--- config.mk ---
export PLATFORM = sky130hd
export DESIGN_NAME = fifo_load_fsm
export DESIGN_NICKNAME = d
export VERILOG_FILES = /design/src/common/sample_pkg.sv /design/src/fifo16ch_wide/fifo_load_fsm.sv
export SDC_FILE = /design/constraint.sdc
export NUM_CORES = 1
export LEC_CHECK = 0
export ABC_AREA = 1
export BUFFER_PORTS_ARGS = -buffer_cell sky130_fd_sc_hd__buf_2
export CAP_MARGIN = 20
export CORE_MARGIN = 5
export CORE_UTILIZATION = 30
export DETAILED_ROUTE_END_ITERATION = 10
export PLACE_DENSITY = 0.47
export SLEW_MARGIN = 5
export SYNTH_ARGS = -nofsm -noshare
export SYNTH_HDL_FRONTEND = slang
export SYNTH_SLANG_ARGS = --single-unit
--- constraint.sdc ---
create_clock -name WRCLK -period 3.3 [get_ports WRCLK]
set_input_delay 0.66 -clock WRCLK [delete_from_list [all_inputs] [get_ports WRCLK]]
set_output_delay 0.66 -clock WRCLK [all_outputs]
set_load 0.01 [all_outputs]
--- src/common/sample_pkg.sv ---
`default_nettype none

package sample_pkg;

	//////////////////////////////
	// front-end geometry
	//////////////////////////////
	localparam int N_CH            = 16;    // adc channels
	localparam int SMP_W           = 12;    // bits per adc word
	localparam int N_GRP           = 6;     // groups per sample period
	localparam int SEL_W           = 3;
	localparam int SAMP_W          = 7;     // sample count, samp_max
	localparam int CH_FIFO_DEPTH   = 1024;
	localparam int INFO_FIFO_DEPTH = 16;    // event records

	// group index of the last group in a period
	localparam logic [SEL_W-1:0] SEL_LAST = SEL_W'(N_GRP - 1);

	// one word per channel, ch15 in the top bits
	typedef struct packed {
		logic [SMP_W-1:0] ch15, ch14, ch13, ch12;
		logic [SMP_W-1:0] ch11, ch10, ch9, ch8;
		logic [SMP_W-1:0] ch7, ch6, ch5, ch4;
		logic [SMP_W-1:0] ch3, ch2, ch1, ch0;
	} adc_group_t;

	//////////////////////////////
	// event record, 42 bits
	//////////////////////////////
	typedef struct packed {
		logic        multi_ovlp;    // two or more merged triggers
		logic        ovlp;          // at least one merged trigger
		logic [3:0]  ovlp_cnt;
		logic [11:0] l1a_mtch_cnt;
		logic [23:0] l1a_cnt;
	} l1a_info_t;

	// load controller states
	typedef enum logic {
		IDLE,
		LOAD
	} load_state_t;

endpackage

`default_nettype wire

--- src/fifo16ch_wide/fifo_load_fsm.sv ---
`default_nettype none

module fifo_load_fsm (
	input  logic                          WRCLK,
	input  logic                          srst,
	input  logic                          evt_start,
	input  logic [sample_pkg::SEL_W-1:0]  sel,
	input  logic [sample_pkg::SAMP_W-1:0] samp_max,
	output logic                          sinc,
	output logic                          busy
);
	import sample_pkg::*;

	load_state_t       state;
	load_state_t       state_nxt;
	logic [SAMP_W-1:0] sample;       // sample within the event
	logic [SAMP_W-1:0] sample_nxt;
	logic              period_end;

	assign period_end = (sel == SEL_LAST);

	//////////////////////////////
	// next state
	//////////////////////////////
	always_comb begin
		state_nxt  = state;
		sample_nxt = sample;
		case (state)
			IDLE: begin
				if (evt_start) begin
					state_nxt  = LOAD;
					sample_nxt = '0;
				end
			end
			LOAD: begin
				if (period_end) begin
					if (evt_start) begin
						sample_nxt = '0;    // merged trigger stretches the window
					end else if (sample == samp_max) begin
						state_nxt  = IDLE;
						sample_nxt = '0;
					end else begin
						sample_nxt = sample + 1'b1;
					end
				end
			end
			default: state_nxt = IDLE;
		endcase
	end

	always_ff @(posedge WRCLK or posedge srst) begin
		if (srst) begin
			state  <= IDLE;
			sample <= '0;
		end else begin
			state  <= state_nxt;
			sample <= sample_nxt;
		end
	end

	assign busy = (state == LOAD);
	assign sinc = busy;     // all channel fifos write while loading

endmodule

`default_nettype wire

==> flow_metrics.tcl <==
set metrics [dict create \
    layout_setup_ws_ps 1830 \
    ys_warn_count 0 \
    wl_per_cell_um 9.57 \
    syn_area_um2 584 \
    die_w_um 54.1 \
    p_sw_share_pct 28.9 \
    clockPowerShare_pct 33.0 \
    synth_area_leaders "dfrtp_1 34%, nand2_1 22%, xor2_1 7.5%" \
    tns_ps 0 \
    netlist.area_leader.share_pct 34.3 \
    synth_edf_count 0 \
    crit_chain "buf_2" \
    synth.most_common_cell "nand2_1" \
    insertion_delay_ps 250 \
    crit_buf_inv 1 \
    fin_util_pct 36.7 \
    die_y_um 54.1 \
    syn-instance-count 84 \
    hold_viol 0 \
    seqCellArea_um2 200 \
    synth_commonest_cells "34 x nand2_1, 10 x inv_1, 8 x dfrtp_1, 8 x nand3_1, 5 x xor2_1" \
    cts_root_buffer "clkbuf_4" \
    viasPerCell 4.22 \
    cp_top_family "flip-flops" \
    cts_resized 0 \
    setup_viol 0 \
    clk_path_buf_depth 2 \
    cp-start-kind "flip-flop" \
    p_per_area_mw_per_mm2 335 \
    cts_made_buffers 3 \
    drt-initial-drc-count 4 \
    fmax_mhz 678 \
    ios 15 \
    cpPeakStageDelay_ps 410 \
    period_needed_ps 1470 \
    multi_input_area_um2 330 \
    antenna_cells 0 \
    peakVddDrop_v 0.000179 \
    drc_errors 0 \
    seq_power_share_pct 48.7 \
    end_kind "output pin" \
    total_power_uw 234 \
    htreeDepth 1 \
    synth.distinct_cells 18 \
    clock-sinks 8 \
    tightestPinTransition_ps 344 \
    grt_pass1_vias 466 \
    postCtsSetupRepairBufs 0 \
    grt_max_degree 9 \
    nFillCells 205 \
    gr-total-overflow 0 \
    drv_cap 0 \
    avgSynthCellArea_um2 6.96 \
    min_path_type "in -> async" \
    dp.cells 123 \
    die_area_mm2 0.00293 \
    drv_slew 0 \
    cts_tree "built" \
    dpl_cell_area_um2 676 \
    combPwrFrac_pct 18.4 \
    ys_ff_latch 8 \
    crit_required_ps 2640 \
    synth.largest_area_cell "dfrtp_1" \
    rsz0062_at_grt "no" \
    skew_ps 5.44 \
    drtPass1Iterations 4 \
    cp_slowest_cell "dfrtp_1" \
    finalNonFillerCells 126 \
    synth_ff_type "dfrtp_1" \
    syn-num-nets 98 \
    async_flop_share_pct 100 \
    grt_usage_pct 9.74 \
    finalNetCount 115 \
    syn_to_final_growth_pct 19.5 \
    outcome "complete, no violations" \
    fp-row-count 16 \
    yosysSeqAreaShare_pct 34.3 \
    antenna_found_initial 0 \
    wl_mm 1.21 \
    clkSlewWorstSetupHoldPaths_ps 60 \
    slew_headroom_pct 77.0 \
    hold_buffers 0 \
    hpwl_um 937 \
    path_class "reg -> out" \
    power.switching_uw 67.5 \
    portBuffers 14 \
    r2r_slack_ps 2080 \
    path_depth 1 \
    fin_area_um2 698 \
    period_share_pct 44.7 \
    cp_max_fo 5 \
    r2r_start "sample[0]" \
    start_util_pct 30.7 \
    holdWs_ps 354 \
    ant_nets 0 \
    crit_start "busy" \
    vias 532 \
    place_ws_ps 1790 \
    gp_congestion 0.720 \
    worstPathArrival_ps 810 \
    reg2reg_to "sample[6]" \
    leakage_nw 0.385 \
    fp.coreArea_mm2 0.00190 \
    worst-r2r-cell-count 6 \
    grt_pass1_wl_mm 2.01 \
    internal_power_uw 166 \
    drive_above_1_share_pct 25.3 \
]
-- area by class of cell --
cell class	instances	share of cell area, %
clock buffers	3	3.23
inverters	11	5.91
multi-input cells	63	47.3
flip-flops and latches	8	28.7
well taps	27	4.84
repair buffers	14	10.0
-- power groups by stage --
stage          combinational [mW]  clock [mW]  sequential (mW)
4_1_cts                    0.0440      0.0811            0.114
3_5_place_dp               0.0439           0            0.116
3_3_place_gp               0.0434           0            0.116
6_report                   0.0429      0.0770            0.114
2_1_floorplan              0.0304           0            0.113
5_1_grt                    0.0500      0.0837            0.115
-- metal layers --
| layer | share of wire (%) | up-vias | wire, um | track usage [%] |
|---|---|---|---|---|
| met5 | 0 | - | 0 | 0 |
| met4 | 1.1 | 0 | 13 | 3.73 |
| met3 | 7.8 | 2 | 94 | 4.16 |
| met2 | 46 | 13 | 552 | 15.5 |
| met1 | 45 | 233 | 546 | 11.4 |
| li1 | - | 284 | - | - |
-- how the worst max path moves through the flow --
stage	to	slack, ps
final	sinc	1830
after global routing	sinc	1780
after CTS	sinc	1810
after detailed placement	sample[3]	1790
after global placement	sample[0]	1790
after floorplan	sample[5]	1980
-- sequential cells by signal, indices dropped and copies added, names as in the netlist --
signal,cells
busy,1
sample,7
-- cell families (layout without fill, tap and decap cells) --
kind of cell | after synthesis | count (layout) | synth area share (%)
simple gates | 52 | 52 | 40.7
buf+inv | 13 | 28 | 9.21
xor+xnor | 8 | 8 | 12.0
flops | 8 | 8 | 34.3
compound gates | 2 | 2 | 1.71
fa+ha+maj | 1 | 1 | 2.14
-- placed cells by master (no fill, tap or decap) --
cell type  Yosys  layout
nor3_1         1       1
nor2_4         1       1
dfrtp_1        8       8
a21oi_1        1       1
nor2_2         4       4
buf_2          1      14
nand2_1       34      34
nand3_2        1       1
nor2_1         2       2
inv_2          1       1
xor2_1         5       5
nand2_4        1       1
o21ai_0        1       1
inv_1         10      10
nand3_1        8       8
xnor2_1        3       3
clkbuf_4       0       3
ha_1           1       1
(Power assumes the default switching activity.)
