`config.mk`:
```
export PLATFORM = sky130hd
export DESIGN_NAME = l1a_tracker
export DESIGN_NICKNAME = d
export VERILOG_FILES = /design/src/common/sample_pkg.sv /design/src/hw/l1a_tracker.sv
export SDC_FILE = /design/constraint.sdc
export NUM_CORES = 1
export LEC_CHECK = 0
export ABC_AREA = 1
export BUFFER_PORTS_ARGS = -buffer_cell sky130_fd_sc_hd__buf_2
export CORE_ASPECT_RATIO = 1.2
export CORE_UTILIZATION = 46
export CTS_BUF_LIST = sky130_fd_sc_hd__clkbuf_4 sky130_fd_sc_hd__clkbuf_8
export DETAILED_ROUTE_END_ITERATION = 8
export PLACE_DENSITY = 0.81
export SYNTH_ARGS = -nofsm -noshare
export SYNTH_HDL_FRONTEND = slang
export SYNTH_SLANG_ARGS = --single-unit
export TNS_END_PERCENT = 1
```
`constraint.sdc`:
```
create_clock -name WRCLK -period 1.5 [get_ports WRCLK]
set_clock_uncertainty 0.15 [all_clocks]
set_input_delay 0.3 -clock WRCLK [delete_from_list [all_inputs] [get_ports WRCLK]]
set_output_delay 0.3 -clock WRCLK [all_outputs]
set_load 0.01 [all_outputs]
```
`src/common/sample_pkg.sv`:
```
`default_nettype none

package sample_pkg;

	//////////////////////////////
	// front-end geometry
	//////////////////////////////
	localparam int N_CH            = 16;    // adc channels
	localparam int SMP_W           = 12;    // bits per adc word
	localparam int N_GRP           = 6;     // groups per sample period
	localparam int SEL_W           = 3;
	localparam int SAMP_W          = 7;     // sample count, samp_max
	localparam int CH_FIFO_DEPTH   = 1024;
	localparam int INFO_FIFO_DEPTH = 16;    // event records

	// group index of the last group in a period
	localparam logic [SEL_W-1:0] SEL_LAST = SEL_W'(N_GRP - 1);

	// one word per channel, ch15 in the top bits
	typedef struct packed {
		logic [SMP_W-1:0] ch15, ch14, ch13, ch12;
		logic [SMP_W-1:0] ch11, ch10, ch9, ch8;
		logic [SMP_W-1:0] ch7, ch6, ch5, ch4;
		logic [SMP_W-1:0] ch3, ch2, ch1, ch0;
	} adc_group_t;

	//////////////////////////////
	// event record, 42 bits
	//////////////////////////////
	typedef struct packed {
		logic        multi_ovlp;    // two or more merged triggers
		logic        ovlp;          // at least one merged trigger
		logic [3:0]  ovlp_cnt;
		logic [11:0] l1a_mtch_cnt;
		logic [23:0] l1a_cnt;
	} l1a_info_t;

	// load controller states
	typedef enum logic {
		IDLE,
		LOAD
	} load_state_t;

endpackage

`default_nettype wire

```
`src/hw/l1a_tracker.sv`:
```
`default_nettype none

module l1a_tracker (
	input  logic                         WRCLK,
	input  logic                         srst,
	input  logic                         l1a,
	input  logic                         l1a_match,
	input  logic [sample_pkg::SEL_W-1:0] sel,
	input  logic                         busy,
	output logic                         evt_start,
	output sample_pkg::l1a_info_t        info_din,
	output logic [23:0]                  l1a_cnt,
	output logic [11:0]                  l1a_mtch_cnt
);
	import sample_pkg::*;

	logic       pending;     // matched trigger not yet started
	logic [3:0] ovlp_cnt;
	logic [3:0] ovlp_new;

	//////////////////////////////
	// trigger counters
	//////////////////////////////
	always_ff @(posedge WRCLK or posedge srst) begin
		if (srst) begin
			l1a_cnt      <= '0;
			l1a_mtch_cnt <= '0;
		end else begin
			if (l1a)
				l1a_cnt <= l1a_cnt + 1'b1;
			if (l1a_match)
				l1a_mtch_cnt <= l1a_mtch_cnt + 1'b1;
		end
	end

	//////////////////////////////
	// event start
	//////////////////////////////

	// release only on the last group, so loading begins at group 0
	assign evt_start = pending & (sel == SEL_LAST);

	always_ff @(posedge WRCLK or posedge srst) begin
		if (srst)
			pending <= 1'b0;
		else
			pending <= l1a_match | (pending & ~evt_start);  // new match wins
	end

	//////////////////////////////
	// overlap tracking
	//////////////////////////////

	// count after this start; zero once the load has ended
	always_comb begin
		ovlp_new = '0;
		if (busy) begin
			if (evt_start && !(&ovlp_cnt))
				ovlp_new = ovlp_cnt + 1'b1;
			else
				ovlp_new = ovlp_cnt;    // hold, or saturated at 15
		end
	end

	always_ff @(posedge WRCLK or posedge srst) begin
		if (srst)
			ovlp_cnt <= '0;
		else
			ovlp_cnt <= ovlp_new;
	end

	// record written to the info fifo on evt_start
	always_comb begin
		info_din.multi_ovlp   = (ovlp_new > 4'd1);
		info_din.ovlp         = (ovlp_new != 4'd0);
		info_din.ovlp_cnt     = ovlp_new;
		info_din.l1a_mtch_cnt = l1a_mtch_cnt;
		info_din.l1a_cnt      = l1a_cnt;
	end

endmodule

`default_nettype wire

```
==> results of run 1 <==
## per-layer routing
| layer | up-vias | share of wire |
|---|---|---|
| met4 | 0 | 0.0062 |
| li1 | 1012 | - |
| met5 | - | 0 |
| met1 | 963 | 0.41 |
| met3 | 4 | 0.047 |
| met2 | 64 | 0.54 |
## state kept, by name, summed over array words and instances, names as in the netlist
name and count:
l1a_mtch_cnt 12, ovlp_cnt 4, pending 1, l1a_cnt 24
## kinds of logic after synthesis
| group | count (synthesis) | synth area share |
|---|---|---|
| xor+xnor | 25 | 0.0918 |
| fa+ha+maj | 3 | 0.0157 |
| compound gates | 4 | 0.00839 |
| mux | 1 | 0.00472 |
| simple gates | 133 | 0.265 |
| flops | 41 | 0.430 |
| buf+inv | 81 | 0.185 |
## cell usage in the layout, fill, tap and decap left out, drive strengths merged
cell type,count
nor2,25
nor3,5
clkbuf,7
o21ai,4
nand4,12
dfrtp,41
ha,3
nand2,63
mux2,1
nand3,27
inv,44
dlygate4sd3,1
xnor2,12
xor2,13
buf,108
nand3b,1
## synth_stat cells
cell type	number
sky130_fd_sc_hd__nor2_2	1
sky130_fd_sc_hd__nor3_1	5
sky130_fd_sc_hd__nor2_1	21
sky130_fd_sc_hd__nand3b_1	1
sky130_fd_sc_hd__dfrtp_1	41
sky130_fd_sc_hd__nor2_4	2
sky130_fd_sc_hd__clkbuf_2	1
sky130_fd_sc_hd__ha_1	3
sky130_fd_sc_hd__nand2_1	58
sky130_fd_sc_hd__nand3_1	26
sky130_fd_sc_hd__buf_4	36
sky130_fd_sc_hd__mux2_2	1
sky130_fd_sc_hd__o21ai_0	3
sky130_fd_sc_hd__inv_1	44
sky130_fd_sc_hd__xor2_1	13
sky130_fd_sc_hd__nand2_2	5
sky130_fd_sc_hd__nand4_1	12
sky130_fd_sc_hd__o21ai_1	1
sky130_fd_sc_hd__nor2_8	1
sky130_fd_sc_hd__nand3_4	1
sky130_fd_sc_hd__xnor2_1	12
## final cells by class
class                   instances  area [µm²]  area share
flip-flops and latches         41        1030       0.349
repair buffers                109         619       0.210
clock buffers                   7        90.1      0.0305
well taps                      60        75.1      0.0254
inverters                      44         165      0.0560
multi-input cells             166         972       0.329
## worst paths after layout
check	to	cells past startpoint	startpoint
worst max register to register	l1a_cnt[18]	8	l1a_cnt[1]
worst min-delay path	ovlp_cnt[3]	3	busy
min in group asynchronous	l1a_mtch_cnt[3]	4	srst
worst max-delay path	info_din[40]	7	ovlp_cnt[0]
worst min register to register	l1a_cnt[23]	2	l1a_cnt[23]
max in group asynchronous	l1a_cnt[10]	4	srst
## per-stage QoR
| step | utilization | cells | instance area [µm²] | power [mW] |
|---|---|---|---|---|
| global placement | 0.563 | 419 | 2800 | 2.66 |
| floorplan | - | 288 | 2400 | 2.33 |
| finish | 0.593 | 427 | 2950 | 3.46 |
| global route | 0.593 | 427 | 2950 | 3.69 |
| CTS | 0.586 | 427 | 2920 | 3.46 |
| detailed placement | 0.563 | 419 | 2800 | 2.70 |
## critical path, delay by kind of cell, from the launching register on
family	cells	cell delay, ns
and+or+nand+nor	5	0.53
adders and majority gates	1	0.21
buffers and inverters	1	0.14
DFF	1	0.39
## power by group through the flow
stage / clock network [mW] / logic, mW / registers (mW)
6_report: 0.739 / 1.24 / 1.48
2_1_floorplan: 0 / 0.720 / 1.61
3_5_place_dp: 0 / 1.20 / 1.50
3_3_place_gp: 0 / 1.18 / 1.49
4_1_cts: 0.767 / 1.21 / 1.48
5_1_grt: 0.809 / 1.37 / 1.51
## repair_timing
action / CTS / global route
setup endpoints to repair: 12 / 23
hold buffers: 1 / 0
pin swaps: 3 / 4
setup buffers: 0 / 0
hold endpoints to repair: 41 / 0
resized for setup: 6 / 11
==> impl_metrics.toml, run 1 <==
[grt]
global_route.usage.met3 = 0.0492
grt_util_all_layers = 0.188
grt_max_degree = 30
globalRoute.totalOverflow = 0
global_route.usage.met2 = 0.351
grt_pass1_vias = 1818
grtUsageMet1 = 0.205
antenna_found_initial = 0
grt_pass1_wl_um = 7740
grt_busiest_layer = "met2"

[power_and_ir_drop]
netSwitchingFraction = 0.351
max-vdd-ir-drop_mv = 0.786
clockPowerShare = 0.214
cellLeakagePower_nw = 1.74
cell_internal_pwr_mw = 2.24
net-switching-power_mw = 1.21
p_comb_frac = 0.359
p_seq_frac = 0.428
power_density_nw_per_um2 = 1170

[logic_synthesis]
synth_largest_type_area_fraction = 0.430
synth_sequential_area_ratio = 0.430
ys_seq_elements = 41
synth_largest_area_cell = "sky130_fd_sc_hd__dfrtp_1"
library_cells_used_by_synthesis = 21
synthesis.area_um2 = 2390
post_synthesis_net_count = 299
synth_warnings = 0
avgSynthCellArea_um2 = 8.28
yosys-top-cells-area = "sky130_fd_sc_hd__dfrtp_1, sky130_fd_sc_hd__buf_4, sky130_fd_sc_hd__nand2_1, sky130_fd_sc_hd__inv_1, sky130_fd_sc_hd__nand3_1"
netlist_instances = 288

[cts]
clock_insertion_delay_worst_skew_ns = 0.28
htreeDepth = 2
cts.path.max_buffers = 2
cts_made_buffers = 5
cts.root.buffer_cell = "sky130_fd_sc_hd__clkbuf_8"
cts_tree = "yes"
clkSlewWorstSetupHoldPaths_ns = 0.07
clock-sinks = 41

[worst_setup_path]
crit_slowest_cell = "sky130_fd_sc_hd__dfrtp_1"
critPathMaxStageDelay_ns = 0.39
rrSetupSlack_ns = -0.03
setup.worst_path.end_class = "output port"
crit_path_cell_trace = "ha_2 > nand3_1 > nand3_1 > nand2_1 > nand3_1 > nand4_1 > buf_2"
worst-setup-path-type = "reg2out"
critical_path_required_ns = 1.05
crit_start_category = "flip-flop"
crit_arrival_ns = 1.54
worst_path_most_repeated_cell = "sky130_fd_sc_hd__nand3_1"
critical_path.max_fanout = 3

[floorplan]
die_area_um2 = 5480
floorplan.die.height_um = 80.9
start_util = 0.480
boundaryPins = 87
floorplan.rows = 28
die_x_um = 67.7
placeableCoreArea_um2 = 4970

[timing]
worst_slew_margin_rel = 0.749
tightest_slew_ns = 0.376
finalHoldWorstSlack_ns = 0.165
clock.fmax_mhz = 502
grt_setup_unrepaired = "yes"
final-setup-viol-count = 8
finalCriticalPeriod_ns = 1.99
finalHoldViolations = 0
timing_max_transition_violations_final = 0
period_share = 1.33
setup_slack_of_the_critical_path_after_layout_ns = -0.491
fin_tns_setup_ns = -2.66

[drt]
route.detailed.drc = 0
ant_nets = 0
first_iter_violations = 60
totalWireLength_um = 4980
dr.pass1.iters = 4
vias = 2043
drt-vias-per-instance = 4.78
final_routed_wire_length_divided_by_cell_count_um = 11.7

[outcome]
status = "complete, but fails checks"
failed_checks = "negative setup slack"

[worst_hold_path]
min-delay-path-class = "in2reg"

[place]
place_worst_setup_slack_ns = -0.189
gp_congestion = 0.791
dpl.hpwl_um = 3860
placement.io_buffers = 86

[final_layout]
num-fill-cells = 447
layout-drive-gt1-share = 0.381
final_net_count = 378
antennaDiodeCount = 0
area_delta_synth_final_pct = 23.7

[run]
drv_cap = 0
No activity file was read; power rests on OpenSTA's default activity.
==> run 2: changes to the inputs <==
--- a/config.mk
+++ b/config.mk
@@ -5,14 +5,13 @@
 export SDC_FILE = /design/constraint.sdc
 export NUM_CORES = 1
 export LEC_CHECK = 0
-export ABC_AREA = 1
 export BUFFER_PORTS_ARGS = -buffer_cell sky130_fd_sc_hd__buf_2
 export CORE_ASPECT_RATIO = 1.2
-export CORE_UTILIZATION = 46
+export CORE_UTILIZATION = 45
 export CTS_BUF_LIST = sky130_fd_sc_hd__clkbuf_4 sky130_fd_sc_hd__clkbuf_8
 export DETAILED_ROUTE_END_ITERATION = 8
 export PLACE_DENSITY = 0.81
 export SYNTH_ARGS = -nofsm -noshare
 export SYNTH_HDL_FRONTEND = slang
 export SYNTH_SLANG_ARGS = --single-unit
-export TNS_END_PERCENT = 1
+export TNS_END_PERCENT = 10
==> run 2 against run 1 <==
Effect of this change: the flow still finishes with violations (negative setup slack); count of clock-buffer cells in the layout unchanged; sequential power about the same; utilization increased by 1.8 points; worst setup slack lost 0.089 ns; critical path type unchanged; critical endpoint unchanged.
==> impl_metrics.toml, run 2 <==
[worst_setup_path]
crit_path_cell_trace = "ha_4 > inv_2 > a311o_1 > o211ai_1 > buf_2"
reg2reg_depth = 6
critical_path.max_fanout = 3
cp_top_family = "compound AO/OA/AOI/OAI gates"
critPathMaxStageDelay_ns = 0.43
setup.worst_path.end_class = "output port"
crit_start_category = "flip-flop"
worst-setup-path-type = "reg2out"
crit_slowest_cell = "sky130_fd_sc_hd__dfrtp_1"
critical_path_depth = 5
crit_arrival_ns = 1.63
timing.critical_path.buf_inv = 2
critical_path_required_ns = 1.05

[place]
placement.cell_area_um2 = 2620
placed_cells_incl_taps = 335
gp_congestion = 0.709
place_worst_setup_slack_ns = -0.383
placement.io_buffers = 86
dpl.hpwl_um = 3190

[logic_synthesis]
netlist_instances = 199
synthesis.area_um2 = 2130
synth_warnings = 0
post_synthesis_net_count = 210
synth_largest_area_cell = "sky130_fd_sc_hd__dfrtp_1"
yosysMostFrequentCell = "sky130_fd_sc_hd__dfrtp_1"
synth_largest_type_area_fraction = 0.481
avgSynthCellArea_um2 = 10.7
synth_async_sr_flop_share = 1.00
ys_seq_elements = 41
library_cells_used_by_synthesis = 27
synth_sequential_area_ratio = 0.481
most_frequent_cells_after_synthesis = "sky130_fd_sc_hd__dfrtp_1, sky130_fd_sc_hd__buf_4, sky130_fd_sc_hd__xnor2_1"
dominantRegCellSynth = "sky130_fd_sc_hd__dfrtp_1"
yosys-top-cells-area = "sky130_fd_sc_hd__dfrtp_1, sky130_fd_sc_hd__buf_4, sky130_fd_sc_hd__xnor2_1, sky130_fd_sc_hd__xor2_1, sky130_fd_sc_hd__nand4_1"
number_of_synthesized_flops_with_an_enable_pin = 0

[floorplan]
floorplan.rows = 27
start_util = 0.468
die_x_um = 64.9
boundaryPins = 87
placeableCoreArea_um2 = 4560
floorplan.die.height_um = 77.4
die_area_um2 = 5020

[timing]
finalCriticalPeriod_ns = 2.08
final-setup-viol-count = 7
worst_slew_margin_rel = 0.558
finalHoldWorstSlack_ns = 0.124
setup_slack_of_the_critical_path_after_layout_ns = -0.580
clock.fmax_mhz = 481
period_share = 1.39
finalHoldViolations = 0
tightest_slew_ns = 0.658
timing_max_transition_violations_final = 0
grt_setup_unrepaired = "yes"

[drt]
ant_nets = 0
final_routed_wire_length_divided_by_cell_count_um = 12.6
totalWireLength_um = 4350
route.detailed.drc = 0
drt-vias-per-instance = 4.92
dr.pass1.iters = 4
vias = 1697
first_iter_violations = 80

[grt]
antenna_found_initial = 0
grt_pass1_wl_um = 6890
grt_max_degree = 20
grt_pass1_vias = 1512
grt_util_all_layers = 0.179
globalRoute.totalOverflow = 0

[cts]
clock_insertion_delay_worst_skew_ns = 0.29
cts_made_buffers = 5
cts.path.max_buffers = 2
cts_tree = "yes"
clkSlewWorstSetupHoldPaths_ns = 0.08
clock-sinks = 41
htreeDepth = 2
cts.root.buffer_cell = "sky130_fd_sc_hd__clkbuf_8"

[final_layout]
area_delta_synth_final_pct = 30.7
layout-drive-gt1-share = 0.498
fin_area_um2 = 2790
biggestRegsByFlops = "l1a_cnt x24, l1a_mtch_cnt x12, ovlp_cnt x4"
layout_commonest_cell = "sky130_fd_sc_hd__buf_2"
fin_util = 0.612
final_cells = 345
most_frequent_cells_in_the_layout = "sky130_fd_sc_hd__buf_2, sky130_fd_sc_hd__dfrtp_1, sky130_fd_sc_hd__buf_4"
max_flop_register = "l1a_cnt"
final_net_count = 297
antennaDiodeCount = 0
flip_flop_count_of_the_largest_register_all_copies_and_words_added = 24

[power_and_ir_drop]
p_seq_frac = 0.415
cellLeakagePower_nw = 1.52
power_density_nw_per_um2 = 1260
netSwitchingFraction = 0.340
max-vdd-ir-drop_mv = 0.863
p_comb_frac = 0.360
cell_internal_pwr_mw = 2.31
clockPowerShare = 0.226
net-switching-power_mw = 1.19

[outcome]
status = "complete, but fails checks"
failed_checks = "negative setup slack"

[worst_hold_path]
worst_hold_path.num_cells = 2
min-delay-path-class = "in2reg"

[run]
drv_cap = 0
run 2: cell count changes in the layout (fill, tap and decap cells not counted), moves of 4 or more:
cell / before / now
sky130_fd_sc_hd__and3_1: 0 / 7
sky130_fd_sc_hd__buf_4: 20 / 29
sky130_fd_sc_hd__inv_1: 43 / 2
sky130_fd_sc_hd__nand3_1: 24 / 13
sky130_fd_sc_hd__nor2_1: 18 / 6
sky130_fd_sc_hd__xnor2_1: 12 / 26
sky130_fd_sc_hd__nand2_2: 5 / 1
sky130_fd_sc_hd__nand2_1: 57 / 11
run 2: kinds of logic after synthesis:
family                   after synthesis  synth area share
AO/OA/AOI/OAI                          5            0.0176
XOR/XNOR                              36             0.148
adder cells (fa/ha/maj)                3            0.0176
buffers and inverters                 43             0.142
flip-flops                            41             0.481
multiplexers                           3            0.0152
AND/OR/NAND/NOR                       68             0.179
run 2: area by class of cell:
class                           count  area, µm²
Fill cell                         404       1770
Sequential cell                    41       1030
Multi-Input combinational cell    115        858
Timing Repair Buffer              119        716
Clock buffer                        7       96.3
Tap cell                           58       72.6
Inverter                            4       15.0
Clock inverter                      1       5.00
run 2: final timing paths:
path	start	end	slack, ns
worst max-delay path	ovlp_cnt[1]	info_din[40]	-0.58
worst min-delay path	l1a_match	l1a_mtch_cnt[0]	0.12
worst max register to register	pending	ovlp_cnt[2]	0.03
worst min register to register	pending	pending	0.33
max in group asynchronous	srst	l1a_cnt[1]	0.24
min in group asynchronous	srst	pending	0.41
run 2: per-stage QoR:
| stage | setup TNS [ns] | power, mW |
|---|---|---|
| 2_1_floorplan | -0.838 | 2.31 |
| 3_3_place_gp | -1.81 | 2.67 |
| 3_5_place_dp | -2.36 | 2.72 |
| 4_1_cts | -3.06 | 3.52 |
| 5_1_grt | -3.76 | 3.72 |
| 6_report | -2.98 | 3.50 |
run 2: metal layers:
metal	global-route usage	wire, µm	vias to the layer above
met2	0.304	2180	60
met5	0	0	-
met4	0.0667	62	0
met1	0.217	1880	814
li1	-	-	818
met3	0.0397	221	5
run 2: what timing repair did:
| item | 4_1_cts | 5_1_grt |
|---|---|---|
| pin swaps | 3 | 4 |
| hold endpoints to repair | 17 | 0 |
| endpoints found under the setup margin | 18 | 22 |
| buffers inserted | 1 | 0 |
| hold buffers | 1 | 0 |
| resized for setup | 6 | 9 |
run 2: power by group through the flow:
stage / clock, mW / sequential, mW / combinational (mW)
2_1_floorplan: 0 / 1.63 / 0.673
3_3_place_gp: 0 / 1.46 / 1.22
3_5_place_dp: 0 / 1.47 / 1.25
4_1_cts: 0.816 / 1.45 / 1.26
5_1_grt: 0.870 / 1.48 / 1.37
6_report: 0.791 / 1.45 / 1.26
